[src/sm83_ctrl_config.svh]
`ifndef SM83_CTRL_CONFIG_SVH
`define SM83_CTRL_CONFIG_SVH

// Opcode byte width
`define OPCODE_W 8

// Machine-cycle counter width
`define MCYCLE_W 3

// Highest machine cycle any legal instruction reaches
`define LAST_MCYCLE 5

`endif

[src/sm83_ctrl_pkg.sv]
package sm83_ctrl_pkg;

    // Instruction groups seen by the sequencer
    typedef enum logic [3:0] {
        CLS_OTHER,
        CLS_JR,
        CLS_JP,
        CLS_CALL,
        CLS_RET,
        CLS_RET_CC,
        CLS_RST,
        CLS_PUSH,
        CLS_LOAD16,     // POP and LD rr,nn
        CLS_STOP,
        CLS_HALT,
        CLS_INVALID
    } instr_class_t;

    typedef enum logic [2:0] {
        COND_ALWAYS,
        COND_NZ,
        COND_Z,
        COND_NC,
        COND_C
    } cond_t;

    // One machine cycle of work
    typedef enum logic [3:0] {
        STEP_FETCH,
        STEP_OPERAND,
        STEP_REL_JUMP,
        STEP_ABS_JUMP,
        STEP_SP_DEC,
        STEP_PUSH,
        STEP_PUSH_LAST,
        STEP_CALL_JUMP,
        STEP_RST_JUMP,
        STEP_SP_READ,
        STEP_RET_LO,
        STEP_RET_HI
    } step_t;

    typedef enum logic [1:0] {BUS_IDLE = 2'd0, BUS_FETCH = 2'd1, BUS_WRITE = 2'd2, BUS_READ = 2'd3} bus_op_t;
    typedef enum logic [1:0] {AB_PC = 2'd0, AB_SP = 2'd3} ab_src_t;
    typedef enum logic [1:0] {CT_HOLD = 2'd0, CT_PC_INC = 2'd1, CT_SP_DEC = 2'd2, CT_SP_INC = 2'd3} ct_op_t;
    typedef enum logic [1:0] {PC_SRC_INC = 2'd0, PC_SRC_RST = 2'd1, PC_SRC_TMP = 2'd2} pc_src_t;

endpackage

[src/pc_ctrl_if.sv]
`timescale 1ns/1ps

interface pc_ctrl_if import sm83_ctrl_pkg::*; ();

    pc_src_t pc_src;
    logic    pc_we;
    logic    pc_b_sel;     // Low or high byte of PC
    logic    pc_jr;

    modport drv (output pc_src, output pc_we, output pc_b_sel, output pc_jr);

    modport rcv (input pc_src, input pc_we, input pc_b_sel, input pc_jr);

endinterface

[src/opcode_classifier.sv]
`timescale 1ns/1ps
`include "sm83_ctrl_config.svh"

module opcode_classifier import sm83_ctrl_pkg::*; (
    input  logic                 clk,
    input  logic                 arst_n,
    input  logic [`OPCODE_W-1:0] opcode_early,
    output instr_class_t         cls,
    output cond_t                cond
);

    logic [`OPCODE_W-1:0] opcode;

    // Opcode arrives one clock ahead of its first machine cycle
    always_ff @(posedge clk or negedge arst_n) begin
        if (!arst_n) begin
            opcode <= '0;
        end else begin
            opcode <= opcode_early;
        end
    end

    ////////////////////////////////////////////////////////////
    // Instruction group
    ////////////////////////////////////////////////////////////

    always_comb begin
        cls = CLS_OTHER;
        case (opcode)
            8'h18, 8'h20, 8'h28, 8'h30, 8'h38: begin
                cls = CLS_JR;
            end
            8'hC3, 8'hC2, 8'hCA, 8'hD2, 8'hDA: begin
                cls = CLS_JP;
            end
            8'hCD, 8'hC4, 8'hCC, 8'hD4, 8'hDC: begin
                cls = CLS_CALL;
            end
            8'hC9: cls = CLS_RET;
            8'hC0, 8'hC8, 8'hD0, 8'hD8: begin
                cls = CLS_RET_CC;
            end
            8'hC7, 8'hCF, 8'hD7, 8'hDF, 8'hE7, 8'hEF, 8'hF7, 8'hFF: begin
                cls = CLS_RST;
            end
            8'hC5, 8'hD5, 8'hE5, 8'hF5: begin
                cls = CLS_PUSH;
            end
            8'h01, 8'h11, 8'h21, 8'h31,            // LD rr,nn
            8'hC1, 8'hD1, 8'hE1, 8'hF1: begin     // POP rr
                cls = CLS_LOAD16;
            end
            8'h10: cls = CLS_STOP;
            8'h76: cls = CLS_HALT;
            // Holes in the SM83 opcode map
            8'hD3, 8'hDB, 8'hDD, 8'hE3, 8'hE4, 8'hEB,
            8'hEC, 8'hED, 8'hF4, 8'hFC, 8'hFD: begin
                cls = CLS_INVALID;
            end
            default: cls = CLS_OTHER;
        endcase
    end

    ////////////////////////////////////////////////////////////
    // Branch condition field
    ////////////////////////////////////////////////////////////

    always_comb begin
        case (opcode)
            8'h20, 8'hC0, 8'hC2, 8'hC4: cond = COND_NZ;
            8'h28, 8'hC8, 8'hCA, 8'hCC: cond = COND_Z;
            8'h30, 8'hD0, 8'hD2, 8'hD4: cond = COND_NC;
            8'h38, 8'hD8, 8'hDA, 8'hDC: cond = COND_C;
            default:                    cond = COND_ALWAYS;
        endcase
    end

endmodule

[src/cycle_sequencer.sv]
`timescale 1ns/1ps
`include "sm83_ctrl_config.svh"

module cycle_sequencer import sm83_ctrl_pkg::*; (
    input  instr_class_t         cls,
    input  cond_t                cond,
    input  logic [`MCYCLE_W-1:0] m_cycle,
    input  logic                 f_z,
    input  logic                 f_c,
    output step_t                step,
    output logic                 next,
    output logic                 stop,
    output logic                 halt
);

    localparam logic [`MCYCLE_W-1:0] MC1 = `MCYCLE_W'(1);
    localparam logic [`MCYCLE_W-1:0] MC2 = `MCYCLE_W'(2);
    localparam logic [`MCYCLE_W-1:0] MC3 = `MCYCLE_W'(3);
    localparam logic [`MCYCLE_W-1:0] MC4 = `MCYCLE_W'(4);

    logic taken;

    always_comb begin
        case (cond)
            COND_NZ: taken = !f_z;
            COND_Z:  taken = f_z;
            COND_NC: taken = !f_c;
            COND_C:  taken = f_c;
            default: taken = 1'b1;  // Unconditional forms
        endcase
    end

    ////////////////////////////////////////////////////////////
    // Per-cycle step selection
    ////////////////////////////////////////////////////////////

    always_comb begin
        step = STEP_FETCH;
        next = 1'b0;
        stop = 1'b0;
        halt = 1'b0;
        if (m_cycle > `MCYCLE_W'(`LAST_MCYCLE)) begin
            // Counter ran past any real instruction
            stop = 1'b1;
            halt = 1'b1;
            next = 1'b1;
        end else if (m_cycle == '0) begin
            stop = (cls == CLS_STOP) || (cls == CLS_INVALID);
            halt = (cls == CLS_HALT) || (cls == CLS_INVALID);
            next = cls inside {CLS_JR, CLS_JP, CLS_CALL, CLS_RET, CLS_RET_CC,
                               CLS_RST, CLS_PUSH, CLS_LOAD16};
        end else begin
            case (cls)
                CLS_JR: begin
                    if (m_cycle == MC1 && taken) step = STEP_REL_JUMP;
                end
                CLS_JP: begin
                    if (m_cycle == MC1) step = STEP_OPERAND;
                    if (m_cycle == MC2 && taken) step = STEP_ABS_JUMP;
                end
                CLS_CALL: begin
                    case (m_cycle)
                        MC1:     step = STEP_OPERAND;
                        MC2:     step = taken ? STEP_SP_DEC : STEP_FETCH;
                        MC3:     step = STEP_PUSH;
                        MC4:     step = STEP_CALL_JUMP;
                        default: step = STEP_FETCH;
                    endcase
                end
                CLS_RET: begin
                    if (m_cycle == MC1) step = STEP_RET_LO;
                    if (m_cycle == MC2) step = STEP_RET_HI;
                end
                CLS_RET_CC: begin
                    case (m_cycle)
                        MC1:     step = taken ? STEP_SP_READ : STEP_FETCH;
                        MC2:     step = STEP_RET_LO;
                        MC3:     step = STEP_RET_HI;
                        default: step = STEP_FETCH;
                    endcase
                end
                CLS_RST: begin
                    if (m_cycle == MC1) step = STEP_PUSH;
                    if (m_cycle == MC2) step = STEP_RST_JUMP;
                end
                CLS_PUSH: begin
                    if (m_cycle == MC1) step = STEP_PUSH;
                    if (m_cycle == MC2) step = STEP_PUSH_LAST;
                end
                CLS_LOAD16: begin
                    if (m_cycle == MC1) step = STEP_OPERAND;
                end
                default: step = STEP_FETCH;
            endcase
            // A fetch here is the overlapped fetch that closes the instruction
            next = (step != STEP_FETCH);
        end
    end

endmodule

[src/bus_step_decoder.sv]
`timescale 1ns/1ps

module bus_step_decoder import sm83_ctrl_pkg::*; (
    input  step_t   step,
    output bus_op_t bus_op,
    output ab_src_t ab_src,
    output ct_op_t  ct_op
);

    always_comb begin
        bus_op = BUS_FETCH;
        ab_src = AB_PC;
        ct_op  = CT_PC_INC;
        case (step)
            STEP_ABS_JUMP, STEP_RET_HI: begin
                bus_op = BUS_IDLE;
                ct_op  = CT_HOLD;
            end
            STEP_SP_DEC: begin
                bus_op = BUS_IDLE;
                ct_op  = CT_SP_DEC;  // Make room before the first push
            end
            STEP_PUSH: begin
                bus_op = BUS_WRITE;
                ab_src = AB_SP;
                ct_op  = CT_SP_DEC;
            end
            STEP_PUSH_LAST, STEP_CALL_JUMP, STEP_RST_JUMP: begin
                bus_op = BUS_WRITE;
                ab_src = AB_SP;
                ct_op  = CT_HOLD;
            end
            STEP_SP_READ, STEP_RET_LO: begin
                bus_op = BUS_READ;
                ab_src = AB_SP;
                ct_op  = CT_SP_INC;
            end
            default: ;               // Fetch, operand, relative jump
        endcase
    end

endmodule

[src/pc_step_decoder.sv]
`timescale 1ns/1ps
`include "sm83_ctrl_config.svh"

module pc_step_decoder import sm83_ctrl_pkg::*; (
    input  step_t                step,
    input  logic [`MCYCLE_W-1:0] m_cycle,
    pc_ctrl_if.drv               pc
);

    ////////////////////////////////////////////////////////////
    // PC source, write and byte select
    ////////////////////////////////////////////////////////////

    always_comb begin
        pc.pc_src   = PC_SRC_INC;
        pc.pc_we    = 1'b0;
        pc.pc_jr    = (step == STEP_REL_JUMP);
        pc.pc_b_sel = m_cycle[0];  // Byte follows cycle parity
        case (step)
            STEP_ABS_JUMP, STEP_CALL_JUMP: begin
                pc.pc_src = PC_SRC_TMP;
                pc.pc_we  = 1'b1;
            end
            STEP_RST_JUMP: begin
                pc.pc_src = PC_SRC_RST;
                pc.pc_we  = 1'b1;
            end
            // Return address comes off the stack low byte first
            STEP_RET_LO: begin
                pc.pc_b_sel = 1'b0;
            end
            STEP_RET_HI: begin
                pc.pc_b_sel = 1'b1;
            end
            default: ;
        endcase
    end

endmodule

[src/sm83_control.sv]
`timescale 1ns/1ps
`include "sm83_ctrl_config.svh"

module sm83_control import sm83_ctrl_pkg::*; (
    input  logic                 clk,
    input  logic                 arst_n,
    input  logic [`OPCODE_W-1:0] opcode_early,
    input  logic [`MCYCLE_W-1:0] m_cycle,
    input  logic                 f_z,
    input  logic                 f_c,
    output bus_op_t              bus_op,
    output ab_src_t              ab_src,
    output ct_op_t               ct_op,
    output pc_src_t              pc_src,
    output logic                 pc_we,
    output logic                 pc_b_sel,
    output logic                 pc_jr,
    output logic                 next,
    output logic                 stop,
    output logic                 halt
);

    instr_class_t cls;
    cond_t        cond;
    step_t        step;

    pc_ctrl_if pc_bus ();

    opcode_classifier u_classifier (
        .clk, .arst_n, .opcode_early, .cls, .cond
    );

    cycle_sequencer u_sequencer (
        .cls, .cond, .m_cycle, .f_z, .f_c, .step, .next, .stop, .halt
    );

    bus_step_decoder u_bus_dec (.step, .bus_op, .ab_src, .ct_op);

    pc_step_decoder u_pc_dec (.step, .m_cycle, .pc(pc_bus.drv));

    // PC controls out to the datapath
    assign pc_src   = pc_bus.pc_src;
    assign pc_we    = pc_bus.pc_we;
    assign pc_b_sel = pc_bus.pc_b_sel;
    assign pc_jr    = pc_bus.pc_jr;

endmodule

[config.mk]
export PLATFORM = sky130hd
export DESIGN_NAME = sm83_control
export DESIGN_NICKNAME = d
export VERILOG_FILES = /design/src/sm83_ctrl_pkg.sv /design/src/pc_ctrl_if.sv /design/src/opcode_classifier.sv /design/src/cycle_sequencer.sv /design/src/bus_step_decoder.sv /design/src/pc_step_decoder.sv /design/src/sm83_control.sv
export VERILOG_INCLUDE_DIRS = /design/src
export SDC_FILE = /design/constraint.sdc
export NUM_CORES = 1
export LEC_CHECK = 0
export BUFFER_PORTS_ARGS = -buffer_cell sky130_fd_sc_hd__buf_2
export CORE_UTILIZATION = 54
export DETAILED_ROUTE_END_ITERATION = 10
export PLACE_DENSITY = 0.8
export SLEW_MARGIN = 20
export SYNTH_ARGS = -nofsm -noshare
export SYNTH_HDL_FRONTEND = slang
export SYNTH_SLANG_ARGS = --single-unit
[constraint.sdc]
create_clock -name clk -period 4.85 [get_ports clk]
set_clock_uncertainty 0.05 [all_clocks]
set_input_delay 0.97 -clock clk [delete_from_list [all_inputs] [get_ports clk]]
set_output_delay 0.97 -clock clk [all_outputs]
set_load 0.05 [all_outputs]
[Yosys cells after proc, flatten, opt, wreduce, memory -nomap -nowiden]
Memories as Yosys holds them, arrays and structs flattened.
Index checks and enable logic that the tools add are counted.
Operators by class
  magnitude comparators: 1
  equal/unequal tests: 45
  muxes and demuxes: 31
  reduce and logical (&&, ||, !) cells: 21
Operator list (number)
  8-bit equality test (second input constant): 12
  4-bit two-way mux: 9
  4-bit by 3-bit equality test with 1-bit output (second input constant): 8
  4-bit equality test (second input constant): 8
  8-bit by 6-bit equality test with 1-bit output (second input constant): 4
  4-bit one-hot mux with 8 select lines: 1
  4-bit OR reduction: 5
  4-bit by 2-bit equality test with 1-bit output (second input constant): 4
  4-bit one-hot mux with 4 select lines: 1
  3-bit by 2-bit equality test with 1-bit output (second input constant): 4
  2-bit one-hot mux with 3 select lines: 2
  3-bit one-hot mux with 4 select lines: 1
  4-bit one-hot mux with 3 select lines: 1
  3-bit two-way mux: 3
  1-bit two-way mux: 8
  8-bit nonzero test: 1
  3-bit by 1-bit equality test with 1-bit output (second input constant): 2
  3-bit equality test (second input constant): 2
  2-bit OR reduction: 3
  3-bit OR reduction: 2
  6-bit OR reduction: 1
  5-bit OR reduction: 1
  4-bit by 1-bit equality test with 1-bit output (second input constant): 1
  2-bit two-way mux: 2
  other kinds (9): 12
Storage, ports and cells
  flip-flop bits (word level): 8
  memory bits (read-only): 1024
  input port bits: 15
  output and inout bits: 14
  logic and storage cells: 100
  memories kept: 1
Memory list
  (no name shown): depth 256, width 4, read ports 1, clocked after Yosys merged registers in 0, wr ports 0, line opcode_classifier.sv:29  | case (opcode)

[Logic depth before layout (Yosys ltp)]
  word-level depth: 15
  mapped depth: 11
  depth with buffers taken out: 10

[Hierarchy]
A second synthesis with hierarchy kept.
Unflattened totals
  cells, all modules: 159
  area total of the unflattened synthesis: 1278.7 um^2
By module, submodules not included
  opcode_classifier: instances 1, cells an instance 74, area each 624.3 um^2, sequential area each 200.2 um^2
  cycle_sequencer: instances 1, cells an instance 67, area each 494.2 um^2, sequential area each 0.0 um^2
  bus_step_decoder: instances 1, cells an instance 12, area each 88.8 um^2, sequential area each 0.0 um^2
  pc_step_decoder: instances 1, cells an instance 6, area each 71.3 um^2, sequential area each 0.0 um^2

[Least setup slack after synthesis]
OpenSTA, ideal clock, no wires.
  kind: flip-flop to output port
  start: reg u_classifier.opcode[1]
  end: out ab_src[1]
  data arrival time: 4.359 ns
  required time: 3.830 ns
  slack: -0.529 ns
  stages on the path, launching flop included: 11
  buffers on the path: 1
  cells stage by stage: dfrtp_1 inv_2 ha_1 o21ai_0 mux2_2 a2111o_1 or4_1 nor2_2 nor4_1 o31ai_1 buf_4
Between the ends
  word-level cells in the longest chain between the ends: 15
  elaborated cells between the ends (all ways): 56
  classes of those cells: eq/ne (34); mux (14); reduce/logical (7); memory (1)
Ends and longest elaborated chain
  from (decl): line opcode_classifier.sv:12  | logic [`OPCODE_W-1:0] opcode;
  from (signal assigned): line opcode_classifier.sv:19  | opcode <= opcode_early;
  8-bit by 6-bit equality test with 1-bit output or 8-bit equality test (tied branches): line opcode_classifier.sv:69  | case (opcode)
  4-bit OR reduction: line opcode_classifier.sv:69
  3-bit one-hot mux with 4 select lines: line opcode_classifier.sv:69
  3-bit equality test (tied with other cells): line cycle_sequencer.sv:24  | case (cond)
  1-bit one-hot mux with 4 select lines: line cycle_sequencer.sv:24
  3-bit two-way mux (tied with other cells): line cycle_sequencer.sv:64  | MC2: step = taken ? STEP_SP_DEC : STEP_FETCH;
  4-bit one-hot mux with 4 select lines (tied with other cells): line cycle_sequencer.sv:62  | case (m_cycle)
  4-bit one-hot mux with 8 select lines (*): line cycle_sequencer.sv:53  | case (cls)
  4-bit two-way mux (*): line cycle_sequencer.sv:47  | end else if (m_cycle == '0) begin
  4-bit two-way mux (*): line cycle_sequencer.sv:42  | if (m_cycle > `MCYCLE_W'(`LAST_MCYCLE)) begin
  4-bit two-way mux (*): line cycle_sequencer.sv:47
  4-bit two-way mux (*): line cycle_sequencer.sv:42
  4-bit by 3-bit equality test with 1-bit output or 4-bit equality test (tied branches): line bus_step_decoder.sv:14  | case (step)
  6-bit OR reduction (no line) (*)
  2-bit two-way mux (*): line bus_step_decoder.sv:14
  to (decl): line sm83_control.sv:12  | output ab_src_t ab_src,
Mark *: on every way between the ends. The rest lies on a longest branch, timed or not. The select of a mux whose other input is x is not followed.

[Final worst setup path]
  start: reg u_classifier.opcode[1]
  end: out next
Between the ends
  word-level cells in the longest chain between the ends: 13
  elaborated cells between the ends (all ways): 50
  classes of those cells: eq/ne (28); mux (13); reduce/logical (8); memory (1)
Ends and longest elaborated chain
  8-bit by 6-bit equality test with 1-bit output or 8-bit equality test (tied branches): line opcode_classifier.sv:69
  4-bit OR reduction: line opcode_classifier.sv:69
  3-bit one-hot mux with 4 select lines: line opcode_classifier.sv:69
  3-bit equality test (tied with other cells): line cycle_sequencer.sv:24
  1-bit one-hot mux with 4 select lines: line cycle_sequencer.sv:24
  3-bit two-way mux (tied with other cells): line cycle_sequencer.sv:64
  4-bit one-hot mux with 4 select lines (tied with other cells): line cycle_sequencer.sv:62
  4-bit one-hot mux with 8 select lines: line cycle_sequencer.sv:53
  4-bit two-way mux: line cycle_sequencer.sv:47
  4-bit two-way mux: line cycle_sequencer.sv:42
  4-bit nonzero test: line cycle_sequencer.sv:96  | next = (step != STEP_FETCH);
  1-bit two-way mux (*): line cycle_sequencer.sv:47
  1-bit two-way mux (*): line cycle_sequencer.sv:42
  to (decl): line sm83_control.sv:18  | output logic next,
Marks and branches as above.

==> results.cfg <==
[worst_hold_path]
hold_class = in -> async

[final_layout]
synthToLayoutAreaGrowth_pct = 11.9
diodes = 0
top_register = u_classifier.opcode
nets = 214
top_regs = u_classifier.opcode x8
multi_input_comb_area_um2 = 991
fillers = 199
regArea_um2 = 200
largest_reg_flops = 8
drive_above_1_share_pct = 26.6

[placed_design]
portBuffers = 28
place_ws_ns = 0.663
place.gp.congestion = 0.980
post-dp-hpwl_um = 2470

[yosys]
synth_mux_area_share_pct = 5.13
synthArstFlopShare_pct = 100
ys_seq_area_share_pct = 15.8
synth_area_leader_cell = dfrtp_1
yosys.area_share.simple_pct = 39.4
syn_area_um2 = 1270
synth_cell_types = 54
synth_top_area_share_pct = 15.8
ys_warn_count = 0
synth-seq-cells = 8
synthTopCellsByArea = dfrtp_1, nand2_1, o21ai_0
ys.flop_type = dfrtp_1
synth_xor_area_share_pct = 2.76
syn_inst = 170
synth_top_family_by_area = simple AND/OR/NAND/NOR gates
synth_compound_area_share_pct = 24.9
syn_avg_cell_area_um2 = 7.46
synth_fa_ha_area_share_pct = 4.94
syn_nets = 190
synth_edf_count = 0

[power]
p_seq_share_pct = 37.3
ir_drop_mv = 0.177
p_leak_nw = 0.612
intPower_mw = 0.131
sw_frac_of_total_pct = 39.5
power_per_cell_area_nw_per_um2 = 152
pwr-share-clk_pct = 23.1
p_sw_mw = 0.0851
total_power_mw = 0.216
p_comb_share_pct = 39.6

[grt]
grt.overflow.total = 0
antenna_found_initial = 0
grt_pass1_wl_um = 5490
grt_max_degree = 20
grt_pass1_vias = 1256
grt_usage_pct = 27.6

[drt]
drc = 0
vias = 1358
drtIter0Drc = 45
drt_wl_total_um = 3080
ant_nets = 0
dr.pass1.iters = 4
viasPerCell = 6.17
drt-wirelength-per-cell_um = 14.0

[clocking]
cts_setup_buffers = 0
clock_sinks = 8
clockRootBuffer = clkbuf_4
clk_pin_slew_ns = 0.05
ctsResizeCount = 0
tritoncts = built
numCtsBuffers = 3
hold_buffers = 0
h-tree-depth = 1
cts_max_path_buffers = 2

[floorplan]
num_rows = 17
start_util_pct = 57.3
core_area_um2 = 2210
dieWidth_um = 50.4
die_area_um2 = 2540
fp.dieH_um = 50.4
ioPinCount = 29

[setup_path]
max_stage_delay_ns = 0.53
critPathKind = reg -> out
cp.required_ns = 3.83
worstPathArrival_ns = 3.46
cp_num_buf_inv = 2
crit_chain = inv_2, ha_1, or4b_4, or2_0, a21oi_2, o21ai_0, nand4_1, a311oi_1, nor4_1, nand4_1, buf_2
path_delay_family = simple AND/OR/NAND/NOR gates
critical_path.max_fanout = 10
crit_slowest_cell = or4b_4
crit_path_end_kind = output pin
cp-start-kind = flip-flop
cpMostUsedCell = nand4_1

[timing]
rsz0062_at_grt = false
tightest_slew_ns = 0.598
fin_crit_sh_pct = 92.4
max_slew_margin_pct = 59.8
hold_viol_final = 0
fmax_mhz = 223
setup_violations = 0
fin_ws_ns = 0.370
fin_crit_ns = 4.48
slew_violations = 0
setup_tns_ns = 0

[run]
cap_violations = 0

[status]
status = finished clean
layout make-up:
| type | count | share of cell area, % |
|---|---|---|
| multi-input combinational | 146 | 69.8 |
| sequential | 8 | 14.1 |
| clock buffer | 3 | 1.59 |
| tap | 28 | 2.47 |
| inverter | 6 | 1.59 |
| timing repair buffer | 29 | 10.4 |
logic make-up after synthesis:
| kind of cell | count (synthesis) |
|---|---|
| AND/OR/NAND/NOR | 88 |
| AO/OA/AOI/OAI | 43 |
| buffers and inverters | 16 |
| flip-flops | 8 |
| multiplexers | 6 |
| adder cells (fa/ha/maj) | 5 |
| XOR/XNOR | 4 |
cells in the final DEF, fill, tap and decap left out, drive strengths merged, types with 5 or more instances in the layout:
cell type / n
dfrtp: 8
and2: 7
buf: 29
nor2b: 6
ha: 5
nor3: 8
o21ai: 16
nor3b: 5
inv: 6
nor2: 16
nand2: 19
a21oi: 10
stage by stage:
step | hold slack, ns | cells | utilization (%) | instance area, um^2
finish | 0.496 | 220 | 64.1 | 1420
global route | 0.499 | 220 | 64.1 | 1420
CTS | 0.498 | 220 | 64.1 | 1420
detailed placement | 0.771 | 217 | 63.1 | 1400
global placement | 0.762 | 217 | 63.1 | 1400
floorplan | 0.624 | 170 | - | 1280
worst paths after layout:
kind	start	endpoint	slack, ns	cells past startpoint
min in group clk	opcode_early[5]	u_classifier.opcode[5]$_DFF_PN0_	0.77	1
max in group asynchronous	arst_n	u_classifier.opcode[1]$_DFF_PN0_	4.09	1
worst max-delay path	u_classifier.opcode[1]$_DFF_PN0_	next	0.37	11
worst min-delay path	arst_n	u_classifier.opcode[5]$_DFF_PN0_	0.50	1
power groups by stage:
stage	clock [mW]	sequential, mW	combinational, mW
finish	0.0499	0.0805	0.0853
global route	0.0562	0.0818	0.0939
CTS	0.0516	0.0802	0.0851
detailed placement	0	0.0815	0.0845
global placement	0	0.0810	0.0825
floorplan	0	0.0749	0.0713
cells in the mapped netlist, drive strengths merged, types with 5 or more instances:
cell type and number:
nor2 16, nand2 19, dfrtp 8, and2 7, nor2b 6, nor3 8, inv 6, buf 8
o21ai 16, a21oi 10, nor3b 5, ha 5
routing by layer:
metal | track usage [%] | vias up | share of wire, %
li1 | - | 664 | -
met1 | 32.8 | 622 | 42
met2 | 51.1 | 65 | 49
met3 | 4.85 | 7 | 6.7
met4 | 6.02 | 0 | 1.7
met5 | 0 | - | 0
Note: power is estimated with default switching activity, not from simulation.
